[config.mk]
export PLATFORM = sky130hd
export DESIGN_NAME = item_gen
export DESIGN_NICKNAME = d
export VERILOG_FILES = /design/src/hdc_pkg.sv /design/src/item_gen.sv
export SDC_FILE = /design/constraint.sdc
export NUM_CORES = 1
export LEC_CHECK = 0
export ABC_AREA = 1
export BUFFER_PORTS_ARGS = -buffer_cell sky130_fd_sc_hd__buf_2
export CAP_MARGIN = 20
export CORE_UTILIZATION = 50
export CTS_CLUSTER_SIZE = 24
export DETAILED_ROUTE_END_ITERATION = 10
export PLACE_DENSITY = 0.82
export SLEW_MARGIN = 10
export SYNTH_ARGS = -nofsm -noshare
export SYNTH_HDL_FRONTEND = slang
export SYNTH_SLANG_ARGS = --single-unit
[constraint.sdc]
create_clock -name AXIS_ACLK -period 11.1 [get_ports AXIS_ACLK]
set_input_delay 2.22 -clock AXIS_ACLK [delete_from_list [all_inputs] [get_ports AXIS_ACLK]]
set_output_delay 2.22 -clock AXIS_ACLK [all_outputs]
set_load 0.03 [all_outputs]
[src/hdc_pkg.sv]
package hdc_pkg;

    // --------------------------------------------------
    // sizes
    // --------------------------------------------------

    // hypervector width in bits
    localparam int DIM = 64;

    // xorshift output word and words per hypervector
    localparam int WORD_W   = 32;
    localparam int HV_WORDS = DIM / WORD_W;

    // encoder lanes, one per core
    localparam int CORE_NUM = 2;

    // item memory
    localparam int ITEM_DEPTH = 16;
    localparam int ITEM_AW    = 4;

    // one instruction per lane
    localparam int LANE_W = 16;

    // signed per-bit counter, and the cross-core sum
    localparam int CNT_W = 8;
    localparam int SUM_W = 9;

    // --------------------------------------------------
    // constants
    // --------------------------------------------------

    // xorshift32 start value
    localparam logic [31:0] XS_SEED = 32'h2545f491;

    // register map, byte addresses
    localparam logic [31:0] REG_MODE_ADDR  = 32'd0;
    localparam logic [31:0] REG_COUNT_ADDR = 32'd4;

    // --------------------------------------------------
    // types
    // --------------------------------------------------

    typedef logic [DIM-1:0] hv_t;

    // lane instruction, item in the low nibble
    typedef struct packed {
        logic [7:0]         rsvd;
        logic [3:0]         rot;
        logic [ITEM_AW-1:0] item;
    } instr_t;

    // broadcast write into every item memory
    typedef struct packed {
        logic               valid;
        logic [ITEM_AW-1:0] addr;
        hv_t                data;
    } item_wr_t;

    // one two's complement counter per dimension
    typedef struct packed {
        logic [DIM-1:0][CNT_W-1:0] cnt;
    } core_acc_t;

endpackage

[src/item_gen.sv]
`timescale 1ns/1ps

module item_gen
    import hdc_pkg::*;
(
    input  logic             AXIS_ACLK,
    input  logic             S_AXI_ARESETN,
    input  logic             gen,
    input  logic [ITEM_AW:0] item_count,
    output item_wr_t         item_wr,
    output logic             gen_done
);

    logic [WORD_W-1:0]           xs_q;
    logic [WORD_W-1:0]           xs_cur;
    logic [WORD_W-1:0]           xs_nxt;
    logic [$clog2(HV_WORDS)-1:0] word_cnt;
    logic [ITEM_AW-1:0]          addr_cnt;
    hv_t                         hv_buf;
    logic                        started;
    logic                        finished;
    logic                        active;
    logic                        last_word;
    logic                        last_item;

    // stepping while gen is up and the table is not yet full
    assign active = gen && !finished;

    // first gen cycle restarts from the seed
    assign xs_cur = started ? xs_q : XS_SEED;

    // xorshift32, shifts 13 / 17 / 5
    always_comb begin
        xs_nxt = xs_cur ^ (xs_cur << 13);
        xs_nxt = xs_nxt ^ (xs_nxt >> 17);
        xs_nxt = xs_nxt ^ (xs_nxt << 5);
    end

    assign last_word = (word_cnt == $bits(word_cnt)'(HV_WORDS - 1));
    assign last_item = ({1'b0, addr_cnt} == item_count - 1'b1);

    // --------------------------------------------------
    // word assembly and memory write
    // --------------------------------------------------

    always_ff @(posedge AXIS_ACLK) begin
        if (!S_AXI_ARESETN || !gen) begin
            started       <= 1'b0;
            finished      <= 1'b0;
            word_cnt      <= '0;
            addr_cnt      <= '0;
            item_wr.valid <= 1'b0;
            gen_done      <= 1'b0;
        end else begin
            item_wr.valid <= 1'b0;
            gen_done      <= 1'b0;
            if (active) begin
                started <= 1'b1;
                xs_q    <= xs_nxt;
                // words shift in from the top, first word ends lowest
                hv_buf  <= {xs_nxt, hv_buf[DIM-1:WORD_W]};
                if (last_word) begin
                    word_cnt      <= '0;
                    addr_cnt      <= addr_cnt + 1'b1;
                    item_wr.valid <= 1'b1;
                    item_wr.addr  <= addr_cnt;
                    item_wr.data  <= {xs_nxt, hv_buf[DIM-1:WORD_W]};
                    // last item, tell the register block
                    if (last_item) begin
                        finished <= 1'b1;
                        gen_done <= 1'b1;
                    end
                end else begin
                    word_cnt <= word_cnt + 1'b1;
                end
            end
        end
    end

    // writes stay inside the programmed table
    a_addr_range: assert property (@(posedge AXIS_ACLK) disable iff (!S_AXI_ARESETN)
        item_wr.valid |-> ({1'b0, item_wr.addr} < item_count));

endmodule

# After elaboration in Yosys (flattened, before gate mapping)

Index checks and enable logic that the tools add are counted.

Eq/ne operators: 1
Reduce and logical (&&, ||, !) cells: 11
Add/subtract/negate cells: 3
Muxes and demuxes: 4
Bitwise logic cells: 6

Operator list:

| cell                                                                | count |
|---|---|
| 69-bit 2-to-1 mux                                                   | 1 |
| 32-bit XOR                                                          | 2 |
| 32-bit 2-to-1 mux                                                   | 1 |
| 32-bit by 15-bit XOR with 32-bit output                             | 1 |
| 3-bit AND reduction                                                 | 2 |
| 4-bit by 5-bit equality test with 1-bit output                      | 1 |
| 5-bit by 1-bit subtractor with 5-bit output (second input constant) | 1 |
| 4-bit by 1-bit adder with 4-bit output (second input constant)      | 1 |
| 2-bit AND reduction                                                 | 2 |
| 1-bit logical NOT                                                   | 3 |
| 1-bit inverter                                                      | 3 |
| 3-bit OR reduction                                                  | 1 |
| 1-bit 2-to-1 mux                                                    | 2 |
| 2-bit OR reduction                                                  | 1 |
| 1-bit adder (second input constant)                                 | 1 |
| 1-bit logical AND                                                   | 1 |
| 1-bit logical OR                                                    | 1 |

Register bits: 173
Word-level logic and storage cells: 35
Input bits: 8

# Longest topological paths before layout

Gate-level depths: netlist of run 1.

Word-level depth: 5
Mapped depth: 10
Mapped depth without buffers: 10

# Least setup slack after synthesis of run 1

OpenSTA, ideal clock, no wires.

Kind: input port to flip-flop
Start point: input port gen
End point: register item_wr[0] (netlist name) (enable)
Required time: 10.604 ns
Setup time: 0.496 ns
Arrival time: 5.314 ns
Slack: 5.290 ns
Cell stages on the path: 2
Cells stage by stage: nand3_1 > nor2_1

Longest elaborated chain between the ends: 4

Ends and longest elaborated chain:

| item                              | RTL line       | text |
|---|---|---|
| start, declared                   | item_gen.sv:8  | `input logic gen,` |
| 1-bit logical NOT                 | item_gen.sv:47 | `if (!S_AXI_ARESETN \|\| !gen) begin` |
| 1-bit logical OR                  | item_gen.sv:47 |  |
| 1-bit inverter (no line)          | --             |  |
| 3-bit AND reduction (no line) (*) | --             |  |
| end, declared                     | item_gen.sv:10 | `output item_wr_t item_wr,` |

Mark *: on every way between the ends. The rest lies on a longest branch, timed or not.
A chain may end at the register's enable or synchronous reset.

# Worst setup path in the final report of run 1

Start point: input port gen
End point: register item_wr[18] (netlist name) (enable)

Same word-level chain as after synthesis.

==> summary.md, run 1 <==
| Metric | Value |
|---|---|
| Peak supply drop | 0.0578 mV |
| Cell taking the most area after synthesis | edfxtp_1 |
| Yosys top cell area share | 65.0% |
| Max-cap violations | 0 |
| Adder-cell share of the synthesized area | 0.541% |
| Max_slew headroom | 43.0% |
| CP top delay family | buffers and inverters |
| Worst reg-to-reg path cell count | 4 |
| DR DRC count | 3 |
| GRT Total Usage | 19.3% |
| Largest family of logic cells by synthesized area | simple AND/OR/NAND/NOR gates |
| Hold path cells | 0 |
| Worst r2r src | finished |
| Final worst-path cycle share | 30.9% |
| Number of synthesized flops with an enable pin | 100 |
| Min-Delay Startpoint | xs_q[28] |
| Initial antenna violation count | 0 |
| Num Clock Sinks | 109 |
| HPWL after detailed placement | 5990 µm |
| Vias in the first global route | 3,006 |
| Register area | 0.00318 mm² |
| Critical path class | input pin to register |
| Sw frac | 22.4% |
| Hold Crit Endpoint | item_wr[28] |
| Hold Slack | 0.496 ns |
| Fill count | 715 |
| Num CTS Buffers | 9 |
| CP peak stage delay | 0.66 ns |
| N_diodes | 0 |
| Count leader, synth | nand2_1 |
| Clock power frac | 32.6% |
| GR Overflow Total | 0 |
| Setup TNS | 0 ns |
| Mapped cell area | 0.00462 mm² |
| Power Density | 146 mW/mm² |
| Total number of vias | 3,141 |
| Pre-CTS setup slack | 7.27 ns |
| WP buf/inv | 2 |
| DRT Pass-1 Iters | 11 |
| Register-to-Register Setup Slack | 9.18 ns |
| Internal Power | 607 µW |
| Worst Hold Class | register to register |
| # hold bufs at CTS | 0 |
| Clk_lat worst skew | 0.37 ns |
| Clock Pin Slew Worst Setup and Hold Paths | 0.09 ns |
| Critical path's slowest cell | buf_4 |
| Synth area leaders | edfxtp_1, nand2_1, inv_1 |
| Dpl cells | 603 |
| Die area | 0.00964 mm² |
| Reg-to-reg critical path endpoint | item_wr[18] |
| Synth cell count leaders | nand2_1, edfxtp_1, inv_1 |
| TritonCTS clock tree | built |
| Row count | 34 |
| Gpl congestion | 0.822 |
| Max FO, Critical Path | 69 |
| Leak | 2.28 nW |
| Die width | 98.2 µm |
| Layout net count | 516 |
| Synth Area in Compound Gates | 2.17% |
| Netlist cell types | 22 |
| WP data required | 11.09 ns |
| Final hold vios | 0 |
| Postcts setup bufs | 0 |
| Largest net degree at the start of global routing | 70 |
| Fin crit period | 3.43 ns |
| Antenna Nets Post-Route | 0 |
| Layout cells sized above 1 | 21.9% |
| Multi-input gate area | 0.00121 mm² |
| Post-Route WL | 8650 µm |
| Vias per inst | 5.07 |
| Synth Register Bits | 109 |
| Peak Freq | 291 MHz |
| I/O pin total | 78 |
| Post-synth ARST share | 0% |
| Switching power total | 175 µW |
| Iter 0 DRT Violations | 199 |
| CP startpoint kind | input pin |
| PostCTS Resize Cnt | 0 |
| Primary FF master, synth | edfxtp_1 |
| Yosys warns | 0 |
| IO buf count | 77 |
| Clock Tree Buf Depth | 2 |
| Outcome | finished, violations left |
| Area of the core | 0.00885 mm² |
| Crit. End Element | register |
| Syn Inst Count | 419 |
| Worst setup margin | 7.67 ns |
| Syn Area/Cell | 11.0 µm² |
| Syn nets | 429 |
| CTS H-tree lvls | 3 |
| Violated checks | DRC |
| Fin. max-slew vios | 0 |
| Die height | 98.2 µm |
| Layout Cells excl Fill | 619 |
| Clock skew | 0.0146 ns |
| Root Buffer Master | clkbuf_8 |
| Crit path DAT | 3.43 ns |
| Unrepaired setup endpoints after global routing | false |
| Register area share after synthesis | 68.8% |
| Worst path cell trace | buf_2, nand3_1, nor2_4, buf_4 |
| Initial Utilization | 52.2% |
| Post-synthesis mux area share | 0% |
| First-pass GRT wire length | 14,200 µm |
| XOR/XNOR Fraction of Synth Area | 2.81% |
| Layout Utilization | 60.6% |
| Simple logic cell fraction of the synthesized area | 20.4% |
| Final setup violation count | 0 |
| Worst-Margin Slew | 0.855 ns |
| Area delta synth->final | 16.1% |
| Routed wire per std cell | 14.0 µm |
| Combinational power share | 7.5% |
| Part of the power in registers | 59.8% |
[registers in the layout (all words and copies together) (netlist names)]
register   count
finished       1
started        1
item_wr       69
gen_done       1
xs_q          32
addr_cnt       4
last_word      1
[how the worst max path moves through the flow]
stage,startpoint,end,slack [ns],cells past startpoint
after floorplan,gen,item_wr[0],5.29,2
after CTS,gen,finished,7.63,8
after global placement,gen,finished,7.37,8
after detailed placement,gen,finished,7.27,8
final,gen,item_wr[18],7.67,4
after global routing,gen,finished,7.47,8
[cells in the final DEF, fill, tap and decap left out, types with 2 or more instances in the layout]
cell type,synthesis,layout
nand3_2,5,5
buf_4,2,3
edfxtp_1,100,100
nor2_1,22,20
dfxtp_1,9,9
clkbuf_8,0,10
nand3b_1,3,3
inv_1,52,52
inv_2,2,2
o21ai_0,11,11
xor2_1,7,7
clkbuf_16,0,3
ha_1,2,2
or2_2,2,2
clkbuf_1,0,2
buf_2,0,77
nand2_1,133,133
nor2_4,1,2
nand2_2,5,5
nand3_1,36,36
a21oi_1,9,9
nand4_1,8,8
xnor2_1,6,6
[power groups by stage]
stage,Clock [mW],Combinational (mW),Sequential (mW)
global placement,0,0.0558,0.476
floorplan,0,0.0393,0.480
global route,0.275,0.0668,0.469
CTS,0.260,0.0588,0.468
finish,0.255,0.0590,0.468
detailed placement,0,0.0585,0.477
[per-stage QoR]
step | power, mW | cell area, µm²
finish | 0.782 | 5370
floorplan | 0.520 | 4620
global route | 0.811 | 5370
global placement | 0.532 | 5140
CTS | 0.787 | 5370
detailed placement | 0.536 | 5140
[routing by layer]
metal	wire length (µm)	part of all wire (%)	global-route usage [%]
met1	3840	44	25.0
met2	4250	49	32.1
met3	404	4.7	3.36
met4	164	1.9	8.50
met5	0	0	0
[worst reg2reg max path, stage by stage (launching register included)]
cell and delay [ns]:
dfxtp_1 0.36, inv_1 0.08, nand3_1 0.24, nor2_4 0.15, buf_4 0.66
[kinds of logic (layout without fill, tap and decap cells)]
| group | Yosys count | count (layout) |
|---|---|---|
| compound gates | 20 | 20 |
| xor+xnor | 14 | 14 |
| fa+ha+maj | 2 | 2 |
| buf+inv | 58 | 150 |
| flops | 109 | 109 |
| simple gates | 216 | 216 |
[cell type report]
class	count	share of cell area, %
Timing Repair Buffer	80	7.60
Multi-Input combinational cell	252	22.5
Sequential cell	109	59.3
Clock inverter	1	0.140
Inverter	54	3.78
Tap cell	108	2.52
Clock buffer	15	4.10
No activity file was read; power rests on OpenSTA's default activity.
==> run 2: changes to the inputs <==
- ABC_AREA: 1 -> 0
- PLACE_DENSITY: 0.82 -> 0.83
- clock period: 11.1 -> 3.18 ns (I/O delays scaled with it)
==> run 2 against run 1 <==
Effect of this change: worst hold slack improved by 0.0085 ns; clock-buffer cell count fell by 4; die area fell by 5.3%; cell area fell by 5.0%; via count fell by 28%; final cell count fell by 29%; area after synthesis fell by 5.4%; core utilization rose by 0.48 points; sequential power rose to 3.5 times the previous value; the flow now finishes without violations; total power rose to 3.5 times the previous value.
==> summary.md, run 2 <==
| Metric | Value |
|---|---|
| GRT Total Usage | 17.2% |
| Adder-cell share of the synthesized area | 0.572% |
| Setup TNS | 0 ns |
| Fin. max-slew vios | 0 |
| GR Overflow Total | 0 |
| Worst Hold Class | register to register |
| Netlist cell types | 25 |
| Initial antenna violation count | 0 |
| Antenna Nets Post-Route | 0 |
| CP peak stage delay | 0.56 ns |
| Yosys top cell area share | 68.6% |
| TritonCTS clock tree | built |
| Hold Crit Endpoint | item_wr[30] |
| First-pass GRT wire length | 11,000 µm |
| Register area share after synthesis | 72.7% |
| Worst reg-to-reg path cell count | 2 |
| Post-Route WL | 7410 µm |
| Final hold vios | 0 |
| Simple logic cell fraction of the synthesized area | 6.18% |
| Peak Freq | 588 MHz |
| WL met2 | 3580 µm |
| Max_slew headroom | 62.0% |
| XOR/XNOR Fraction of Synth Area | 19.2% |
| Area delta synth->final | 16.5% |
| CTS H-tree lvls | 3 |
| Primary FF master, synth | edfxtp_1 |
| Peak supply drop | 0.294 mV |
| Synth cell count leaders | edfxtp_1, xnor2_1, nor2_1 |
| WP buf/inv | 1 |
| Final setup violation count | 0 |
| Number of synthesized flops with an enable pin | 100 |
| Top routing layer in use | met4 |
| Largest net degree at the start of global routing | 54 |
| DR DRC count | 0 |
| Register-to-Register Setup Slack | 1.48 ns |
| Count leader, synth | edfxtp_1 |
| Synth Area in Compound Gates | 0.515% |
| Yosys warns | 0 |
| HPWL after detailed placement | 5210 µm |
| Hold path cells | 0 |
| Worst path cell trace | and4b_2, buf_12 |
| Leak | 1.96 nW |
| Clock skew | 0.0114 ns |
| Max FFs per register | 69 |
| Vias per inst | 5.11 |
| Design Area, Final | 0.00510 mm² |
| Iter 0 DRT Violations | 93 |
| Layout net count | 340 |
| Met3 Wirelength | 542 µm |
| Die height | 95.5 µm |
| Layout cells sized above 1 | 29.6% |
| Postcts setup bufs | 0 |
| N_diodes | 0 |
| Row count | 33 |
| Max FO, Critical Path | 53 |
| Die area | 0.00913 mm² |
| Reg-to-reg critical path endpoint | item_wr[13] |
| Post-synthesis mux area share | 0.229% |
| Largest family of logic cells by synthesized area | XOR/XNOR gates |
| Clock Pin Slew Worst Setup and Hold Paths | 0.09 ns |
| Clk_lat worst skew | 0.36 ns |
| Clock Tree Buf Depth | 2 |
| Worst Setup SP | last_word |
| Biggest regs | item_wr x69, xs_q x32, addr_cnt x4 |
| Unrepaired setup endpoints after global routing | false |
| Critical path class | register to register |
| WP data required | 3.22 ns |
| Routed wire per std cell | 16.8 µm |
| M1 wire length | 3120 µm |
| Largest Register | item_wr |
| Power Density | 529 mW/mm² |
| Initial Utilization | 52.5% |
| Fin crit period | 1.70 ns |
| Num Clock Sinks | 109 |
| Post-Place Cell Area | 0.00492 mm² |
| Syn Inst Count | 243 |
| Die width | 95.5 µm |
| Syn Area/Cell | 18.0 µm² |
| Crit path DAT | 1.74 ns |
| Worst-Margin Slew | 0.569 ns |
| Num CTS Buffers | 9 |
| Crit. End Element | register |
| # hold bufs at CTS | 0 |
| Total number of vias | 2,250 |
| Min-Delay Startpoint | xs_q[30] |
| IO buf count | 77 |
| Syn nets | 253 |
| Final worst-path cycle share | 53.4% |
| Cell taking the most area after synthesis | edfxtp_1 |
| CP top delay family | simple AND/OR/NAND/NOR gates |
| Synth area leaders | edfxtp_1, xnor3_1, xnor2_1 |
| Critical path's slowest cell | and4b_2 |
| Gpl congestion | 0.752 |
| Area of the core | 0.00834 mm² |
| Root Buffer Master | clkbuf_8 |
| Vias in the first global route | 2,125 |
| Commonest cells after routing, fill and taps aside | edfxtp_1, buf_2, xnor2_1 |
| Outcome | complete, no violations |
| CP startpoint kind | register |
| Synth Register Bits | 109 |
| Mapped cell area | 0.00438 mm² |
| DRT Pass-1 Iters | 4 |
| PostCTS Resize Cnt | 0 |
| I/O pin total | 78 |
| Worst r2r src | last_word |
| Post-synth ARST share | 0% |
| Commonest non-fill, non-tap cell in the layout | edfxtp_1 |
| Max-cap violations | 0 |
run 2: metal layers:
layer	global-route usage, %	vias up
met5	0	-
li1	-	1048
met4	9.45	0
met1	22.4	1103
met2	26.8	87
met3	4.15	12
run 2: worst max-delay path by stage:
stage	cells past startpoint	end	slack, ns
finish	2	item_wr[13]	1.48
CTS	2	item_wr[50]	1.47
global route	2	item_wr[43]	1.38
global placement	3	item_wr[18]	1.25
floorplan	3	finished	0.20
detailed placement	3	item_wr[10]	1.21
run 2: logic make-up (layout without fill, tap and decap cells):
kind of cell	after synthesis	after routing
AO/OA/AOI/OAI	4	4
XOR/XNOR	65	65
adder cells (fa/ha/maj)	2	2
buffers and inverters	7	99
flip-flops	109	109
multiplexers	1	1
AND/OR/NAND/NOR	55	55
run 2: worst reg2reg max path: stages (launching register included):
cell     delay (ns)
dfxtp_1        0.46
and4b_2        0.56
buf_12         0.34
run 2: report_power, final:
part / leakage [nW] / internal, mW / switching (mW)
Sequential: 0.966 / 1.61 / 0.0296
Clock: 0.0974 / 0.362 / 0.432
Combinational: 0.892 / 0.126 / 0.140
Total: 1.96 / 2.10 / 0.601
run 2: layout make-up:
class	instances	area [µm²]
clock buffer	11	131
clock inverter	5	51.3
fill	624	3240
inverter	3	11.3
multi-input combinational	127	1170
sequential	109	3180
tap	105	131
timing repair buffer	80	420
run 2: metrics by stage:
step | power [mW] | util [%] | cells | hold slack, ns | setup slack, ns
2_1_floorplan | 1.87 | - | 243 | 0.449 | 0.202
3_3_place_gp | 1.92 | 58.9 | 424 | 0.465 | 1.25
3_5_place_dp | 1.94 | 58.9 | 424 | 0.477 | 1.21
4_1_cts | 2.71 | 61.1 | 440 | 0.499 | 1.47
5_1_grt | 2.79 | 61.1 | 440 | 0.510 | 1.38
6_report | 2.70 | 61.1 | 440 | 0.504 | 1.48
==> run 3: changes to the inputs <==
- PLACE_DENSITY: 0.83 -> 0.85
- clock period: 3.18 -> 1.4 ns (I/O delays scaled with it)
==> run 3 against run 2 <==
Effect of this change: fmax increased by 12%; largest cell class unchanged; the run now ends with setup timing left; setup slack lost 1.6 ns; register-to-register slack worse by 1.6 ns; critical endpoint is now item_wr[46]; sequential cell count unchanged; total power up 130%; clock-buffer cell count fell by 1; critical path depth up 1.
==> summary.md, run 3 (synthesis results as in run 2) <==
| Metric | Value |
|---|---|
| Max FFs per register | 69 |
| Die area | 0.00913 mm² |
| Unrepaired setup endpoints after global routing | true |
| Power Density | 1110 mW/mm² |
| Max_slew headroom | 78.2% |
| Crit. End Element | register |
| CP startpoint kind | register |
| First-pass GRT wire length | 12,000 µm |
| Worst setup margin | -0.117 ns |
| Critical path class | register to register |
| Worst Hold Class | input pin to register |
| Largest Register | item_wr |
| Outcome | finished, violations left |
| Die height | 95.5 µm |
| Antenna Nets Post-Route | 0 |
| Initial Utilization | 52.5% |
| CTS H-tree lvls | 3 |
| WP data required | 1.62 ns |
| Hold Slack | 0.185 ns |
| Final worst-path cycle share | 108% |
| Largest net degree at the start of global routing | 37 |
| DR DRC count | 0 |
| Fin. max-slew vios | 0 |
| Clock Tree Buf Depth | 2 |
| Fin crit period | 1.52 ns |
| Post-Place Cell Area | 0.00514 mm² |
| Post-Route WL | 8400 µm |
| Crit path DAT | 1.74 ns |
| Clock Pin Slew Worst Setup and Hold Paths | 0.10 ns |
| Initial antenna violation count | 0 |
| N_diodes | 0 |
| Row count | 33 |
| Worst-Margin Slew | 0.326 ns |
| Clk_lat worst skew | 0.37 ns |
| Vias in the first global route | 2,412 |
| Commonest cells after routing, fill and taps aside | edfxtp_1, buf_2, buf_4 |
| Fill count | 544 |
| Max-cap violations | 0 |
| Routed wire per std cell | 17.5 µm |
| Total number of vias | 2,463 |
| Num CTS Buffers | 9 |
| Final setup violation count | 32 |
| Gpl congestion | 0.766 |
| Root Buffer Master | clkbuf_8 |
| HPWL after detailed placement | 5240 µm |
| Final hold vios | 0 |
| GRT Total Usage | 18.4% |
| Layout Utilization | 67.2% |
| Leak | 2.23 nW |
| Iter 0 DRT Violations | 125 |
| TritonCTS clock tree | built |
| Clock skew | 0.00937 ns |
| Die width | 95.5 µm |
| I/O pin total | 78 |
| # hold bufs at CTS | 0 |
| Max FO, Critical Path | 4 |
| Area of the core | 0.00834 mm² |
| Design Area, Final | 0.00561 mm² |
| DRT Pass-1 Iters | 4 |
| Area delta synth->final | 28.2% |
| Biggest regs | item_wr x69, xs_q x32, addr_cnt x4 |
| Layout net count | 379 |
| IO buf count | 77 |
| GR Overflow Total | 0 |
| Violated checks | setup timing |
| Layout cells sized above 1 | 44.4% |
| Peak Freq | 659 MHz |
| Peak supply drop | 0.491 mV |
| Vias per inst | 5.14 |
| Num Clock Sinks | 109 |
| Commonest non-fill, non-tap cell in the layout | edfxtp_1 |
run 3: cell count changes in the layout (fill, tap and decap cells not counted), moves of 5 or more:
cell	change
xor2_2	+5
xor2_1	-5
xnor2_1	-14
buf_4	+36
xnor2_2	+11
run 3: final cells by class:
class | instances | area (µm²) | area share, %
clock buffers | 10 | 128 | 2.28
clock inverters | 6 | 45.0 | 0.803
inverters | 3 | 11.3 | 0.201
multi-input cells | 127 | 1370 | 24.4
flip-flops and latches | 109 | 3180 | 56.8
well taps | 105 | 131 | 2.34
repair buffers | 119 | 742 | 13.2
run 3: per-layer routing:
layer / vias to the layer above / track usage, % / routed length, µm
met3: 15 / 3.75 / 547
li1: 1127 / - / -
met5: - / 0 / 0
met2: 94 / 30.6 / 4320
met4: 0 / 8.21 / 133
met1: 1227 / 23.5 / 3410
run 3: worst max-delay path: stages, from the launching register on:
cell and delay, ns:
edfxtp_1 0.51, xnor2_2 0.28, xnor3_1 0.44, nor2_1 0.14
run 3: power by group:
part           internal, mW  switching [mW]  total, mW
registers              3.65          0.0592       3.71
logic                 0.412           0.393      0.805
clock network         0.657            1.07       1.72
total                  4.72            1.52       6.24
run 3: timing repair:
action,in CTS,in global routing
gates resized for setup,10,21
gates cloned,0,0
setup buffers,7,8
endpoints found under the setup margin,34,57
pin swaps,11,4
run 3: path summary, 6_finish.rpt:
kind | startpoint | endpoint | slack, ns | cells after the start
worst min-delay path | gen | finished | 0.18 | 3
worst min register to register | started | started | 0.49 | 2
worst max-delay path | xs_q[18] | item_wr[46] | -0.12 | 3
worst max register to register | xs_q[18] | item_wr[46] | -0.12 | 3
run 3: stage by stage:
| step | power (mW) | instances | TNS (ns) | setup slack [ns] |
|---|---|---|---|---|
| CTS | 6.14 | 472 | -0.929 | -0.0776 |
| floorplan | 4.25 | 243 | -27.11 | -0.345 |
| global placement | 4.44 | 450 | -0.234 | -0.0493 |
| finish | 6.24 | 479 | -1.62 | -0.117 |
| global route | 6.45 | 479 | -3.87 | -0.170 |
| detailed placement | 4.46 | 450 | -1.10 | -0.0898 |
